File: config.mk
export PLATFORM = sky130hd
export DESIGN_NAME = rv_regfile
export DESIGN_NICKNAME = d
export VERILOG_FILES = /design/src/common/rv_pkg.sv /design/src/rtl/rv_regfile.sv
export SDC_FILE = /design/constraint.sdc
export NUM_CORES = 2
export LEC_CHECK = 0
export BUFFER_PORTS_ARGS = -buffer_cell sky130_fd_sc_hd__buf_4
export CORE_MARGIN = 5
export CORE_UTILIZATION = 32
export CTS_CLUSTER_DIAMETER = 60
export CTS_CLUSTER_SIZE = 28
export DETAILED_ROUTE_END_ITERATION = 12
export MAX_ROUTING_LAYER = met4
export PLACE_DENSITY = 0.54
export SLEW_MARGIN = 40
export SYNTH_ARGS = -nofsm -noshare
export SYNTH_HDL_FRONTEND = slang
export SYNTH_SLANG_ARGS = --single-unit
export TNS_END_PERCENT = 100
File: constraint.sdc
create_clock -name clk_i -period 5.05 [get_ports clk_i]
set_input_delay 0.505 -clock clk_i [delete_from_list [all_inputs] [get_ports clk_i]]
set_output_delay 0.505 -clock clk_i [all_outputs]
set_load 0.03 [all_outputs]
File: src/common/rv_pkg.sv
`default_nettype none

package rv_pkg;

  localparam int XLEN = 64;
  localparam int NREG = 32;

  // major opcodes, inst[6:0]
  localparam logic [6:0] OPC_OP     = 7'b0110011;
  localparam logic [6:0] OPC_OP_IMM = 7'b0010011;
  localparam logic [6:0] OPC_BRANCH = 7'b1100011;
  localparam logic [6:0] OPC_JAL    = 7'b1101111;
  localparam logic [6:0] OPC_JALR   = 7'b1100111;
  localparam logic [6:0] OPC_LUI    = 7'b0110111;
  localparam logic [6:0] OPC_AUIPC  = 7'b0010111;
  localparam logic [6:0] OPC_SYSTEM = 7'b1110011;

  typedef enum logic {
    UNIT_ALU,
    UNIT_BJP
  } unit_e;

  // lui just forwards op2
  typedef enum logic [3:0] {
    ALU_ADD, ALU_SUB, ALU_SLL, ALU_SLT, ALU_SLTU, ALU_XOR,
    ALU_SRL, ALU_SRA, ALU_OR, ALU_AND, ALU_LUI
  } alu_op_e;

  typedef enum logic [3:0] {
    BJP_NONE, BJP_JAL, BJP_JALR, BJP_BEQ, BJP_BNE,
    BJP_BLT, BJP_BGE, BJP_BLTU, BJP_BGEU
  } bjp_op_e;

  typedef struct packed {
    unit_e   unit;
    alu_op_e alu_op;
    bjp_op_e bjp_op;
    logic    ebreak;
  } exu_info_t;

  // decode to execute
  typedef struct packed {
    logic [XLEN-1:0] pc;
    logic [XLEN-1:0] op1;
    logic [XLEN-1:0] op2;
    logic [XLEN-1:0] op1_jp;
    logic [XLEN-1:0] op2_jp;
    logic [4:0]      rd;
    logic            rd_wr;
    exu_info_t       info;
    logic            illegal;
  } dec_t;

  // execute to writeback
  typedef struct packed {
    logic [4:0]      rd;
    logic            rd_wr;
    logic [XLEN-1:0] data;
    logic            redirect;
    logic [XLEN-1:0] redirect_pc;
    logic            ebreak;
    logic            illegal;
  } wb_t;

endpackage

`default_nettype wire

File: src/rtl/rv_regfile.sv
`timescale 1ns/1ps
`default_nettype none

module rv_regfile import rv_pkg::*; (
  input  logic            clk_i,
  input  logic            rst_i,
  input  logic [4:0]      rs1_idx_i,
  input  logic [4:0]      rs2_idx_i,
  input  logic            wr_en_i,
  input  logic [4:0]      wr_idx_i,
  input  logic [XLEN-1:0] wr_data_i,
  input  wb_t             fwd_i,
  input  logic            fwd_valid_i,
  output logic [XLEN-1:0] rs1_data_o,
  output logic [XLEN-1:0] rs2_data_o
);

  logic [XLEN-1:0] regs_q [NREG];
  logic            e_hit1;
  logic            e_hit2;
  logic            w_hit1;
  logic            w_hit2;

  always_ff @(posedge clk_i) begin
    if (rst_i) begin
      for (int i = 0; i < NREG; i++) begin
        regs_q[i] <= '0;
      end
    end else if (wr_en_i) begin
      regs_q[wr_idx_i] <= wr_data_i;
    end
  end

  // execute result is younger than writeback, so it wins
  assign e_hit1 = fwd_valid_i && fwd_i.rd_wr && (fwd_i.rd == rs1_idx_i);
  assign e_hit2 = fwd_valid_i && fwd_i.rd_wr && (fwd_i.rd == rs2_idx_i);
  assign w_hit1 = wr_en_i && (wr_idx_i == rs1_idx_i);
  assign w_hit2 = wr_en_i && (wr_idx_i == rs2_idx_i);

  assign rs1_data_o = e_hit1 ? fwd_i.data : (w_hit1 ? wr_data_i : regs_q[rs1_idx_i]);
  assign rs2_data_o = e_hit2 ? fwd_i.data : (w_hit2 ? wr_data_i : regs_q[rs2_idx_i]);

endmodule

`default_nettype wire

* Word level (Yosys, flattened, before mapping)
Memory sizes are Yosys's and may differ from the RTL's. Index checks and enable logic that the tools add are counted.
Storage, ports and cells: register bits 0, memories 1, word-level logic and storage cells 23, RAM bits 2048, output and inout port bits 128
Memories:
- regs_q | depth 32, bits a word 64, rd ports 2, clocked after Yosys merged registers in 0, wr ports 32, line rv_regfile.sv:18 | logic [XLEN-1:0] regs_q [NREG];
Cells by class: reduce and logical (&&, ||, !) cells 6, mux-type cells 12, equal/unequal tests 4
Operators with widths (count):
- $mux W64 | 5
- $reduce_or A64 Y1 | 1
- $eq A5 B5 Y1 | 4
- $mux W1 | 6
- $logic_and A1 B1 Y1 | 5
- $mux W5 | 1

* Logic depth before layout (Yosys ltp)
depth in word-level cells 5, depth in mapped cells 11, gate-level depth less buffers 5

* Least setup slack after synthesis
No wires, ideal clock.
path type input port to output port, start input port rs2_idx_i[1], end output port rs2_data_o[13], data arrival time 2.908 ns, data required time 4.545 ns, slack 1.637 ns, cell stages on the path 7, path through buf_2 -> clkbuf_1 -> buf_1 -> mux4_2 -> o22ai_1 -> o21a_1 -> o41ai_1
Between the ends: longest elaborated chain between the ends 4, elaborated cells on any way between the ends 7, those cells by class 2 x eq/ne; 2 x mux; 2 x reduce/logical; 1 x memory
RTL lines:
- start: declaration | line rv_regfile.sv:8 | input logic [4:0] rs2_idx_i,
- parallel branches: the longest is 3 deep, another holds $mem_v2 Z32 W64
- $mux W64 (*) | line rv_regfile.sv:41 | assign rs2_data_o = e_hit2 ? fwd_i.data : (w_hit2 ? wr_data_i : regs_q[rs2_idx_i]);
- end: declaration | line rv_regfile.sv:15 | output logic [XLEN-1:0] rs2_data_o
Every way passes the cells marked *.

* Worst setup path after layout
start input port rs2_idx_i[0], end output port rs2_data_o[45]
The elaborated chain is that of the path after synthesis.

==> reports/metrics.yaml <==
outcome:
  status: "finished, final reports clean"
cells_and_area:
  layout_common_cells: "edfxtp_1, and2_1, mux4_2, buf_4, nor3_1"
  stdcell_count: 11830
  drive_gt1_share_pct: 30.24
  largest_reg_flops: 2048
  nFillCells: 32330
  final_area_mm2: 0.1246
  layout.nets: 7324
  largestRegisters: "regs_q x2048"
  final_common_cell: "edfxtp_1"
  syn_to_final_growth_pct: 13.01
  regMostFlops: "regs_q"
timing:
  maxSlewHeadroom_pct: 29.27
  period_needed_ps: 4407
  worstMarginPinSlew_ps: 1061
  fmax_mhz: 226.9
  setup_viol: 0
  fin_setup_tns_ps: 0
  fin_hold_ws_ps: 142.6
  hold_viol_final: 0
  slew_viol_final: 0
  rsz0062_at_grt: "false"
  post-route-period-util_pct: 87.26
drt:
  vias: 74090
  avgViaCountPerCell: 6.265
  drtIter0Drc: 13600
  drt-pass1-iter-count: 6
  ant_nets: 0
  drc: 0
  wire_per_inst_um: 39.31
  drt-total-wl_mm: 464.8
synth:
  synthesis.nets: 7381
  synth_cell_types: 51
  async_reset_ff_share_pct: 0
  ys.flop_type: "edfxtp_1"
  seq_area_frac_synth_pct: 55.77
  synth_edf_count: 2048
  synth_cells: 7161
  synth_seq_cells: 2048
  postSynthAreaPerCell_um2: 15.40
  yosys_warnings: 0
  syn-cell-area_mm2: 0.1103
global_route:
  grt_pass1_vias: 72770
  grt_pass1_wl_mm: 629.0
  grt_overflow: 0
  grt_max_degree: 82
  gr-usage-all-layers_pct: 26.18
  antenna_found_initial: 68
clock_network:
  cts_max_level: 4
  clockBufferDepth: 4
  cts_made_buffers: 166
  post_cts_resized: 0
  cts_tree: "built"
  cts_root_buffer: "clkbuf_16"
  clock-sinks: 2048
  postCtsSetupBuffers: 0
  cts_hold_buffers: 0
  cts.clk_slew.worst_paths_ps: 80
floorplanning:
  io_pins: 348
  start_util_pct: 32.12
  core_mm2: 0.3433
  placementRows: 215
  die-height_um: 597.0
  dieArea_mm2: 0.3564
  die_w_um: 597.0
worst_hold_path:
  hold_path.class: "in2reg"
critical_path:
  arrival_ps: 3900
  crit_top_cell: "buf_4"
  start_kind: "input port"
  slowest_delay_ps: 960
  worstPathRequired_ps: 4550
  crit_path_max_fanout: 28
  cp-end-kind: "primary output"
  slowest_stage: "o41ai_2"
  cp_cell_sequence: "buf_8, xnor2_1, and3_1, nand2_4, nand2_2, o41ai_2, buf_4, buf_4"
  criticalPathCategory: "in2out"
place:
  gp_congestion: 0.8623
  post_dp_cell_area_mm2: 0.1188
  placed_cells_incl_taps: 11490
  hpwl_mm: 275.0
  port_buffers: 280
power_and_ir_drop:
  p_leak_nw: 41.09
  powerDensity_mw_per_mm2: 324.5
  ir_worst_vdd_mv: 0.2426
job:
  maxCapViolations: 0
## metrics by stage
stage          total power, mW  util [%]  worst slack (ps)
2_1_floorplan            23.81         -              1637
3_3_place_gp             26.44     34.56             407.0
3_5_place_dp             26.54     34.61             810.4
4_1_cts                  40.49     36.26             785.2
5_1_grt                  41.45     36.29             693.9
6_report                 40.44     36.31             643.4
## path summary, 6_finish.rpt
check	depth (start not counted)	startpoint	to
setup / recovery	8	rs2_idx_i[0]	rs2_data_o[45]
hold / removal	2	wr_data_i[33]	regs_q[29][33]$_SDFFCE_PN0P_
## synthesized netlist by cell type (17+ instances only)
master / n / share of area [%]
or2_2: 40 / 0.23
buf_1: 41 / 0.14
o21ai_1: 28 / 0.13
nor3_1: 311 / 1.4
mux4_2: 1153 / 24
mux2i_1: 131 / 1.2
nand3_1: 58 / 0.26
clkbuf_1: 649 / 2.2
o221ai_1: 17 / 0.14
and2_1: 1770 / 10
nand4_1: 89 / 0.50
o21ai_0: 68 / 0.31
o22ai_1: 85 / 0.48
nand2_1: 124 / 0.42
nor2_1: 80 / 0.27
buf_2: 119 / 0.54
a22oi_1: 137 / 0.93
buf_4: 30 / 0.20
edfxtp_1: 2048 / 56
## cells by family (layout without fill, tap and decap cells)
kind of cell	Yosys count	in the layout	synth area share, %
AO/OA/AOI/OAI	424	424	2.611
XOR/XNOR	20	20	0.1588
buffers and inverters	863	934	3.236
flip-flops	2048	2048	55.77
multiplexers	1296	1296	24.86
other	0	37	0
AND/OR/NAND/NOR	2510	2510	13.36
## power by group
part	internal, mW	switching, mW
logic	2.47	3.72
clock network	6.69	7.50
registers	19.6	0.469
total	28.7	11.7
## critical path, delay by kind of cell
family | cells | cell delay, ps
and+or+nand+nor | 3 | 1400
AOI/OAI and AO/OA | 1 | 960
buffers and inverters | 3 | 790
xor gates and xnor gates | 1 | 130
## per-layer routing
layer | GRT usage (%) | part of all wire (%) | wire, um
met5 | - | 0 | 0
met1 | 34.56 | 37 | 173700
met2 | 39.25 | 45 | 210200
met4 | 10.11 | 4.7 | 21890
met3 | 6.212 | 13 | 59010
## final cells by class
type / count / area [um2] / area share [%]
diodes: 37 / 92.59 / 0.07430
clock buffers: 172 / 4198 / 3.368
clock inverters: 124 / 1468 / 1.178
inverters: 15 / 65.06 / 0.05221
multi-input cells: 4250 / 45720 / 36.69
flip-flops and latches: 2048 / 61500 / 49.35
well taps: 4557 / 5702 / 4.575
repair buffers: 623 / 5876 / 4.715
Note: power is estimated with default switching activity, not from simulation.
