$ cat config.mk
export PLATFORM = sky130hd
export DESIGN_NAME = rv_idu
export DESIGN_NICKNAME = d
export VERILOG_FILES = /design/src/common/rv_pkg.sv /design/src/idu/rv_idu.sv
export SDC_FILE = /design/constraint.sdc
export NUM_CORES = 1
export LEC_CHECK = 0
export ABC_AREA = 1
export ABC_CLOCK_PERIOD_IN_PS = 2850
export BUFFER_PORTS_ARGS = -buffer_cell sky130_fd_sc_hd__buf_2
export CAP_MARGIN = 20
export CORE_AREA = 2 2 226 228
export DETAILED_ROUTE_END_ITERATION = 7
export DIE_AREA = 0 0 228 230
export GPL_TIMING_DRIVEN = 0
export PLACE_DENSITY = 0.34
export SLEW_MARGIN = 10
export SYNTH_ARGS = -nofsm -noshare
export SYNTH_HDL_FRONTEND = slang
export SYNTH_SLANG_ARGS = --single-unit
$ cat constraint.sdc
create_clock -name vclk -period 2.85
set_input_delay 0.1425 -clock vclk [all_inputs]
set_output_delay 0.1425 -clock vclk [all_outputs]
set_load 0.02 [all_outputs]
$ cat src/common/rv_pkg.sv
`default_nettype none

package rv_pkg;

  localparam int XLEN = 64;
  localparam int NREG = 32;

  // major opcodes, inst[6:0]
  localparam logic [6:0] OPC_OP     = 7'b0110011;
  localparam logic [6:0] OPC_OP_IMM = 7'b0010011;
  localparam logic [6:0] OPC_BRANCH = 7'b1100011;
  localparam logic [6:0] OPC_JAL    = 7'b1101111;
  localparam logic [6:0] OPC_JALR   = 7'b1100111;
  localparam logic [6:0] OPC_LUI    = 7'b0110111;
  localparam logic [6:0] OPC_AUIPC  = 7'b0010111;
  localparam logic [6:0] OPC_SYSTEM = 7'b1110011;

  typedef enum logic {
    UNIT_ALU,
    UNIT_BJP
  } unit_e;

  // lui just forwards op2
  typedef enum logic [3:0] {
    ALU_ADD, ALU_SUB, ALU_SLL, ALU_SLT, ALU_SLTU, ALU_XOR,
    ALU_SRL, ALU_SRA, ALU_OR, ALU_AND, ALU_LUI
  } alu_op_e;

  typedef enum logic [3:0] {
    BJP_NONE, BJP_JAL, BJP_JALR, BJP_BEQ, BJP_BNE,
    BJP_BLT, BJP_BGE, BJP_BLTU, BJP_BGEU
  } bjp_op_e;

  typedef struct packed {
    unit_e   unit;
    alu_op_e alu_op;
    bjp_op_e bjp_op;
    logic    ebreak;
  } exu_info_t;

  // decode to execute
  typedef struct packed {
    logic [XLEN-1:0] pc;
    logic [XLEN-1:0] op1;
    logic [XLEN-1:0] op2;
    logic [XLEN-1:0] op1_jp;
    logic [XLEN-1:0] op2_jp;
    logic [4:0]      rd;
    logic            rd_wr;
    exu_info_t       info;
    logic            illegal;
  } dec_t;

  // execute to writeback
  typedef struct packed {
    logic [4:0]      rd;
    logic            rd_wr;
    logic [XLEN-1:0] data;
    logic            redirect;
    logic [XLEN-1:0] redirect_pc;
    logic            ebreak;
    logic            illegal;
  } wb_t;

endpackage

`default_nettype wire

$ cat src/idu/rv_idu.sv
`timescale 1ns/1ps
`default_nettype none

module rv_idu import rv_pkg::*; (
  input  logic [31:0]     inst_i,
  input  logic [XLEN-1:0] pc_i,
  input  logic [XLEN-1:0] rs1_data_i,
  input  logic [XLEN-1:0] rs2_data_i,
  output logic [4:0]      rs1_idx_o,
  output logic [4:0]      rs2_idx_o,
  output logic            rs1_rd_en_o,
  output logic            rs2_rd_en_o,
  output dec_t            dec_o
);

  logic [6:0]      opcode;
  logic [2:0]      funct3;
  logic [4:0]      rd;
  logic [XLEN-1:0] imm_i;
  logic [XLEN-1:0] imm_b;
  logic [XLEN-1:0] imm_u;
  logic [XLEN-1:0] imm_j;
  logic [XLEN-1:0] imm;
  logic            legal;
  logic            use_rs1;
  logic            use_rs2;
  logic            writes_rd;
  logic            is_bjp;
  logic            is_ebreak;
  logic            op1_pc;
  logic            op2_imm;
  logic            op2_four;
  alu_op_e         alu_op;
  bjp_op_e         bjp_op;

  // shared by OP and OP-IMM, alt selects sub/sra
  function automatic alu_op_e alu_from_f3(input logic [2:0] f3, input logic alt);
    case (f3)
      3'b000:  return alt ? ALU_SUB : ALU_ADD;
      3'b001:  return ALU_SLL;
      3'b010:  return ALU_SLT;
      3'b011:  return ALU_SLTU;
      3'b100:  return ALU_XOR;
      3'b101:  return alt ? ALU_SRA : ALU_SRL;
      3'b110:  return ALU_OR;
      default: return ALU_AND;
    endcase
  endfunction

  assign opcode = inst_i[6:0];
  assign funct3 = inst_i[14:12];
  assign rd     = inst_i[11:7];

  assign imm_i = {{52{inst_i[31]}}, inst_i[31:20]};
  assign imm_b = {{52{inst_i[31]}}, inst_i[7], inst_i[30:25], inst_i[11:8], 1'b0};
  assign imm_u = {{32{inst_i[31]}}, inst_i[31:12], 12'b0};
  assign imm_j = {{44{inst_i[31]}}, inst_i[19:12], inst_i[20], inst_i[30:21], 1'b0};

  always_comb begin
    legal     = 1'b0;
    use_rs1   = 1'b0;
    use_rs2   = 1'b0;
    writes_rd = 1'b0;
    is_bjp    = 1'b0;
    is_ebreak = 1'b0;
    op1_pc    = 1'b0;
    op2_imm   = 1'b0;
    op2_four  = 1'b0;
    imm       = imm_i;
    alu_op    = ALU_ADD;
    bjp_op    = BJP_NONE;
    case (opcode)
      OPC_OP: begin
        legal     = (inst_i[31:25] == 7'h00) ||
                    (inst_i[31:25] == 7'h20 && (funct3 == 3'b000 || funct3 == 3'b101));
        use_rs1   = 1'b1;
        use_rs2   = 1'b1;
        writes_rd = 1'b1;
        alu_op    = alu_from_f3(funct3, inst_i[30]);
      end
      OPC_OP_IMM: begin
        // rv64 shifts take a 6-bit shamt, so only inst[31:26] is checked
        case (funct3)
          3'b001:  legal = inst_i[31:26] == 6'b000000;
          3'b101:  legal = inst_i[31:26] == 6'b000000 || inst_i[31:26] == 6'b010000;
          default: legal = 1'b1;
        endcase
        use_rs1   = 1'b1;
        writes_rd = 1'b1;
        op2_imm   = 1'b1;
        alu_op    = alu_from_f3(funct3, funct3 == 3'b101 && inst_i[30]);
      end
      OPC_BRANCH: begin
        legal   = funct3[2:1] != 2'b01;
        use_rs1 = 1'b1;
        use_rs2 = 1'b1;
        is_bjp  = 1'b1;
        imm     = imm_b;
        case (funct3)
          3'b000:  bjp_op = BJP_BEQ;
          3'b001:  bjp_op = BJP_BNE;
          3'b100:  bjp_op = BJP_BLT;
          3'b101:  bjp_op = BJP_BGE;
          3'b110:  bjp_op = BJP_BLTU;
          3'b111:  bjp_op = BJP_BGEU;
          default: bjp_op = BJP_NONE;
        endcase
      end
      OPC_JAL: begin
        legal     = 1'b1;
        writes_rd = 1'b1;
        is_bjp    = 1'b1;
        op1_pc    = 1'b1;
        op2_four  = 1'b1;
        imm       = imm_j;
        bjp_op    = BJP_JAL;
      end
      OPC_JALR: begin
        legal     = funct3 == 3'b000;
        use_rs1   = 1'b1;
        writes_rd = 1'b1;
        is_bjp    = 1'b1;
        op1_pc    = 1'b1;
        op2_four  = 1'b1;
        bjp_op    = BJP_JALR;
      end
      OPC_LUI: begin
        legal     = 1'b1;
        writes_rd = 1'b1;
        op2_imm   = 1'b1;
        imm       = imm_u;
        alu_op    = ALU_LUI;
      end
      OPC_AUIPC: begin
        legal     = 1'b1;
        writes_rd = 1'b1;
        op1_pc    = 1'b1;
        op2_imm   = 1'b1;
        imm       = imm_u;
      end
      OPC_SYSTEM: begin
        // ebreak only, ecall and csr ops are not supported
        legal     = inst_i[31:7] == {12'h001, 13'h0000};
        is_ebreak = legal;
      end
      default: legal = 1'b0;
    endcase
  end

  assign rs1_idx_o   = inst_i[19:15];
  assign rs2_idx_o   = inst_i[24:20];
  assign rs1_rd_en_o = legal & use_rs1;
  assign rs2_rd_en_o = legal & use_rs2;

  // link address for jumps is pc + 4 through the alu
  assign dec_o.pc      = pc_i;
  assign dec_o.op1     = op1_pc ? pc_i : rs1_data_i;
  assign dec_o.op2     = op2_four ? XLEN'(4) : (op2_imm ? imm : rs2_data_i);
  assign dec_o.op1_jp  = (bjp_op == BJP_JALR) ? rs1_data_i : pc_i;
  assign dec_o.op2_jp  = imm;
  assign dec_o.rd      = rd;
  assign dec_o.rd_wr   = legal & writes_rd & (rd != 5'd0);
  assign dec_o.illegal = ~legal;

  // illegal encodings leave a harmless add in the info field
  assign dec_o.info.unit   = (legal & is_bjp) ? UNIT_BJP : UNIT_ALU;
  assign dec_o.info.alu_op = legal ? alu_op : ALU_ADD;
  assign dec_o.info.bjp_op = legal ? bjp_op : BJP_NONE;
  assign dec_o.info.ebreak = is_ebreak;

endmodule

`default_nettype wire

======== Yosys cells after proc, flatten, opt, wreduce, memory -nomap -nowiden ========
Cells that the tools add are included.
operators by class
  reduce and logical (&&, ||, !) cells .... 18
  multiplexer cells ....................... 27
  bitwise operators ....................... 6
  equal/unequal tests ..................... 20
operator list
  cell                    number
  $mux W64                4
  $pmux W31 S3            1
  $pmux W4 S7             2
  $eq A7 B7 Y1 const B    4
  $eq A25 B14 Y1 const B  1
  $pmux W4 S3             2
  $pmux W4 S6             1
  $eq A7 B6 Y1 const B    3
  $eq A7 B5 Y1 const B    2
  $mux W1                 13
  $eq A3 B3 Y1 const B    4
  $reduce_or A3 Y1        4
  $mux W4                 2
  $logic_not A7 Y1        1
  $eq A3 B2 Y1 const B    2
  $eq A6 B5 Y1 const B    1
  $logic_not A6 Y1        1
  $pmux W1 S6             1
  $reduce_or A2 Y1        3
  $reduce_or A6 Y1        1
  $and A1 B1 Y1           5
  $reduce_bool A5 Y1      1
  $eq A4 B2 Y1 const B    1
  $reduce_or A4 Y1        1
  other kinds (7)         10
word-level totals
  flip-flop bits (word level) ............. 0

======== Longest topological paths before layout ========
  word-level depth ........................ 7
  depth in mapped cells ................... 10
  mapped depth without buffers ............ 10

======== Least setup slack after synthesis ========
OpenSTA, ideal clock, no wires.
  path kind ............................... input -> output
  start point ............................. input inst_i[4]
  end point ............................... output dec_o[166] (netlist bit)
  arrival ................................. 1614 ps
  required time ........................... 2707 ps
  path slack .............................. 1093 ps
  stages .................................. 7
  cell sequence ........................... inv_1 nor2_4 nand3_1 clkbuf_1 o21ai_0 nor2_1 nor2_1
RTL lines
  element          line          text
  start, declared  rv_idu.sv:5   input logic [31:0] inst_i,
  end, declared    rv_idu.sv:13  output dec_t dec_o

==> flow_summary.json <==
{
  "number_of_different_library_cells_in_the_post_synthesis_netlist": 28,
  "worst-slew-pin-transition_ns": 0.7315,
  "hpwlAfterDp_mm": 32.95,
  "setup_repair_after_global_routing_missed_its_margin": "false",
  "synthAdderAreaFrac_pct": 0,
  "timing.critical_path.from_type": "primary input",
  "synth_cells": 864,
  "final_min_period_over_clock_period_pct": 81.30,
  "synth.top_cell.area_share_pct": 20.94,
  "grt_max_degree": 40,
  "timing.setup.tns_ns": 0,
  "grt_antenna_before_repair": 20,
  "overall_fraction_of_global_route_tracks_in_use_pct": 12.75,
  "cell_area_after_placement_um2": 7893,
  "synth_mux_area_share_pct": 0,
  "routabilityCongestion": 0.8945,
  "hold_viol_final": 0,
  "syn-mean-instance-area_um2": 4.854,
  "first_global_vias": 7433,
  "yosys.area_share.xor_xnor_pct": 0,
  "n_sequential_cell": 0,
  "core.rowCount": 82,
  "portBuffers": 571,
  "outcome": "finished clean",
  "min_path_cells": 3,
  "nNetsFinal": 1661,
  "peakVddDrop_mv": 0.06718,
  "worst_setup_path_end_kind": "output port",
  "cts_setup_buffers": 0,
  "setup_violations": 0,
  "period_minus_slack_ns": 2.317,
  "core_area_um2": 49860,
  "floorplan.die_area_um2": 52440,
  "drc_errors": 0,
  "detail_route.wl_per_cell_um": 17.26,
  "cap_violations": 0,
  "grt_overflow_total": 0,
  "hp-start": "pc_i[12]",
  "power.density_nw_per_um2": 165.5,
  "drt_pre_antenna_iters": 5,
  "routed_wirelength_mm": 36.47,
  "total_of_clock_buffers_placed_in_the_layout": 0,
  "report.final.slew_viol_count": 0,
  "hold_slack_final_ns": 0.6038,
  "synth_compound_gate_area_share_pct": 28.85,
  "sequential_cell_area_fraction_in_the_yosys_report_pct": 0,
  "die_height_um": 230,
  "initial_utilization_pct": 8.411,
  "hp-class": "primary input to output port",
  "postSynthNetCount": 1088,
  "vias": 7612,
  "multi_input_area_um2": 2641,
  "syn2layout_area_growth_pct": 88.54,
  "yosysWarnings": 0,
  "cp_data_required_time_ns": 2.71,
  "yosys-top-cells-area": "sky130_fd_sc_hd__buf_4, sky130_fd_sc_hd__nand2_1, sky130_fd_sc_hd__o21ai_0, sky130_fd_sc_hd__inv_1, sky130_fd_sc_hd__o21ai_1",
  "post_route_cells_drive_above_1_share_pct": 51.78,
  "cts_hold_buf": 0,
  "crit_path_max_fanout": 10,
  "syn-cell-area_um2": 4194,
  "finish.instance_area_um2": 7908,
  "simple_gate_fraction_of_synth_area_pct": 34.13,
  "crit_arrival_ns": 2.17,
  "final_cell_mix": "sky130_fd_sc_hd__buf_2, sky130_fd_sc_hd__nand2_1, sky130_fd_sc_hd__buf_4",
  "most_common_cell_after_layout_fill_and_taps_aside": "sky130_fd_sc_hd__buf_2",
  "drt_first_iter_violations": 334,
  "synth_top_family_by_area": "buffers and inverters",
  "hold_path_endpoint": "dec_o[285]",
  "max-slew-margin-rel_pct": 51.23,
  "seq_area_um2": 0,
  "timing_worst_setup_path_type": "primary input to output port",
  "postRouteAntennaNets": 0,
  "vias_per_cell": 3.602,
  "grt_first_pass_wirelength_mm": 50.50,
  "max_clock_freq_ghz": 0.4316,
  "i_o_pin_cnt": 573,
  "die_width_um": 228,
  "num-fill-cells": 5985,
  "cellLeakagePower_nw": 4.693,
  "post_cts.resized_instances": 0,
  "netlist.top_cell.by_area": "sky130_fd_sc_hd__buf_4"
}
## cells in the mapped netlist, types with 2 or more instances
library cell,number
sky130_fd_sc_hd__nor2_2,3
sky130_fd_sc_hd__buf_4,117
sky130_fd_sc_hd__buf_1,2
sky130_fd_sc_hd__nand3b_1,3
sky130_fd_sc_hd__nand2_2,5
sky130_fd_sc_hd__a21oi_1,57
sky130_fd_sc_hd__nor2_1,67
sky130_fd_sc_hd__o211ai_1,2
sky130_fd_sc_hd__clkbuf_1,13
sky130_fd_sc_hd__nand3_1,32
sky130_fd_sc_hd__o21ai_1,64
sky130_fd_sc_hd__o21ai_0,109
sky130_fd_sc_hd__nand2_1,230
sky130_fd_sc_hd__buf_2,29
sky130_fd_sc_hd__nor3_1,3
sky130_fd_sc_hd__buf_6,5
sky130_fd_sc_hd__inv_2,4
sky130_fd_sc_hd__nand2_4,2
sky130_fd_sc_hd__inv_1,106
sky130_fd_sc_hd__or2_2,3
## per-layer routing
| metal | wire (um) | global-route usage (%) |
|---|---|---|
| met3 | 2635 | 2.741 |
| met2 | 18970 | 24.58 |
| met4 | 957 | 3.472 |
| met5 | 22 | 0 |
| met1 | 13880 | 13.93 |
## report_power, final
group / internal [mW] / switching [mW]
clock network: 0.000000285 / 0
registers: 0 / 0
logic: 0.491 / 0.818
total: 0.491 / 0.818
## worst max-delay path, cell delays in order
cell	delay (ns)
sky130_fd_sc_hd__buf_2	0.10
sky130_fd_sc_hd__nand2_2	0.17
sky130_fd_sc_hd__nor2_2	0.11
sky130_fd_sc_hd__nand2_1	0.23
sky130_fd_sc_hd__nand2_4	0.19
sky130_fd_sc_hd__a31oi_4	0.25
sky130_fd_sc_hd__buf_6	0.22
sky130_fd_sc_hd__buf_2	0.34
sky130_fd_sc_hd__nand2_1	0.08
sky130_fd_sc_hd__o21ai_1	0.09
sky130_fd_sc_hd__buf_2	0.23
## metrics by stage
step	setup slack (ns)	std cells	util [%]	power, mW
6_report	0.5330	2113	15.86	1.308
2_1_floorplan	1.093	864	-	0.7337
4_1_cts	0.3485	2107	15.83	1.325
5_1_grt	0.2457	2113	15.86	1.409
3_3_place_gp	0.3500	2107	15.83	1.324
3_5_place_dp	0.3546	2107	15.83	1.320
## layout make-up
cell class,count,share of cell area (%)
Multi-Input combinational cell,587,33.40
Timing Repair Buffer,571,36.14
Inverter,111,5.269
Antenna cell,6,0.1899
Tap cell,672,10.63
Buffer,166,14.37
## cell families (layout without fill, tap and decap cells)
kind of cell / after synthesis / after routing
buf+inv: 277 / 848
simple gates: 351 / 351
compound gates: 236 / 236
other cells: 0 / 6
## worst max path at each step
stage	from	to	cells past startpoint
after floorplan	inst_i[4]	dec_o[166]	7
after global placement	inst_i[1]	dec_o[217]	11
after detailed placement	inst_i[1]	dec_o[217]	11
after CTS	inst_i[1]	dec_o[217]	11
after global routing	inst_i[1]	dec_o[217]	11
final	inst_i[1]	dec_o[217]	11
(Power assumes the default switching activity.)
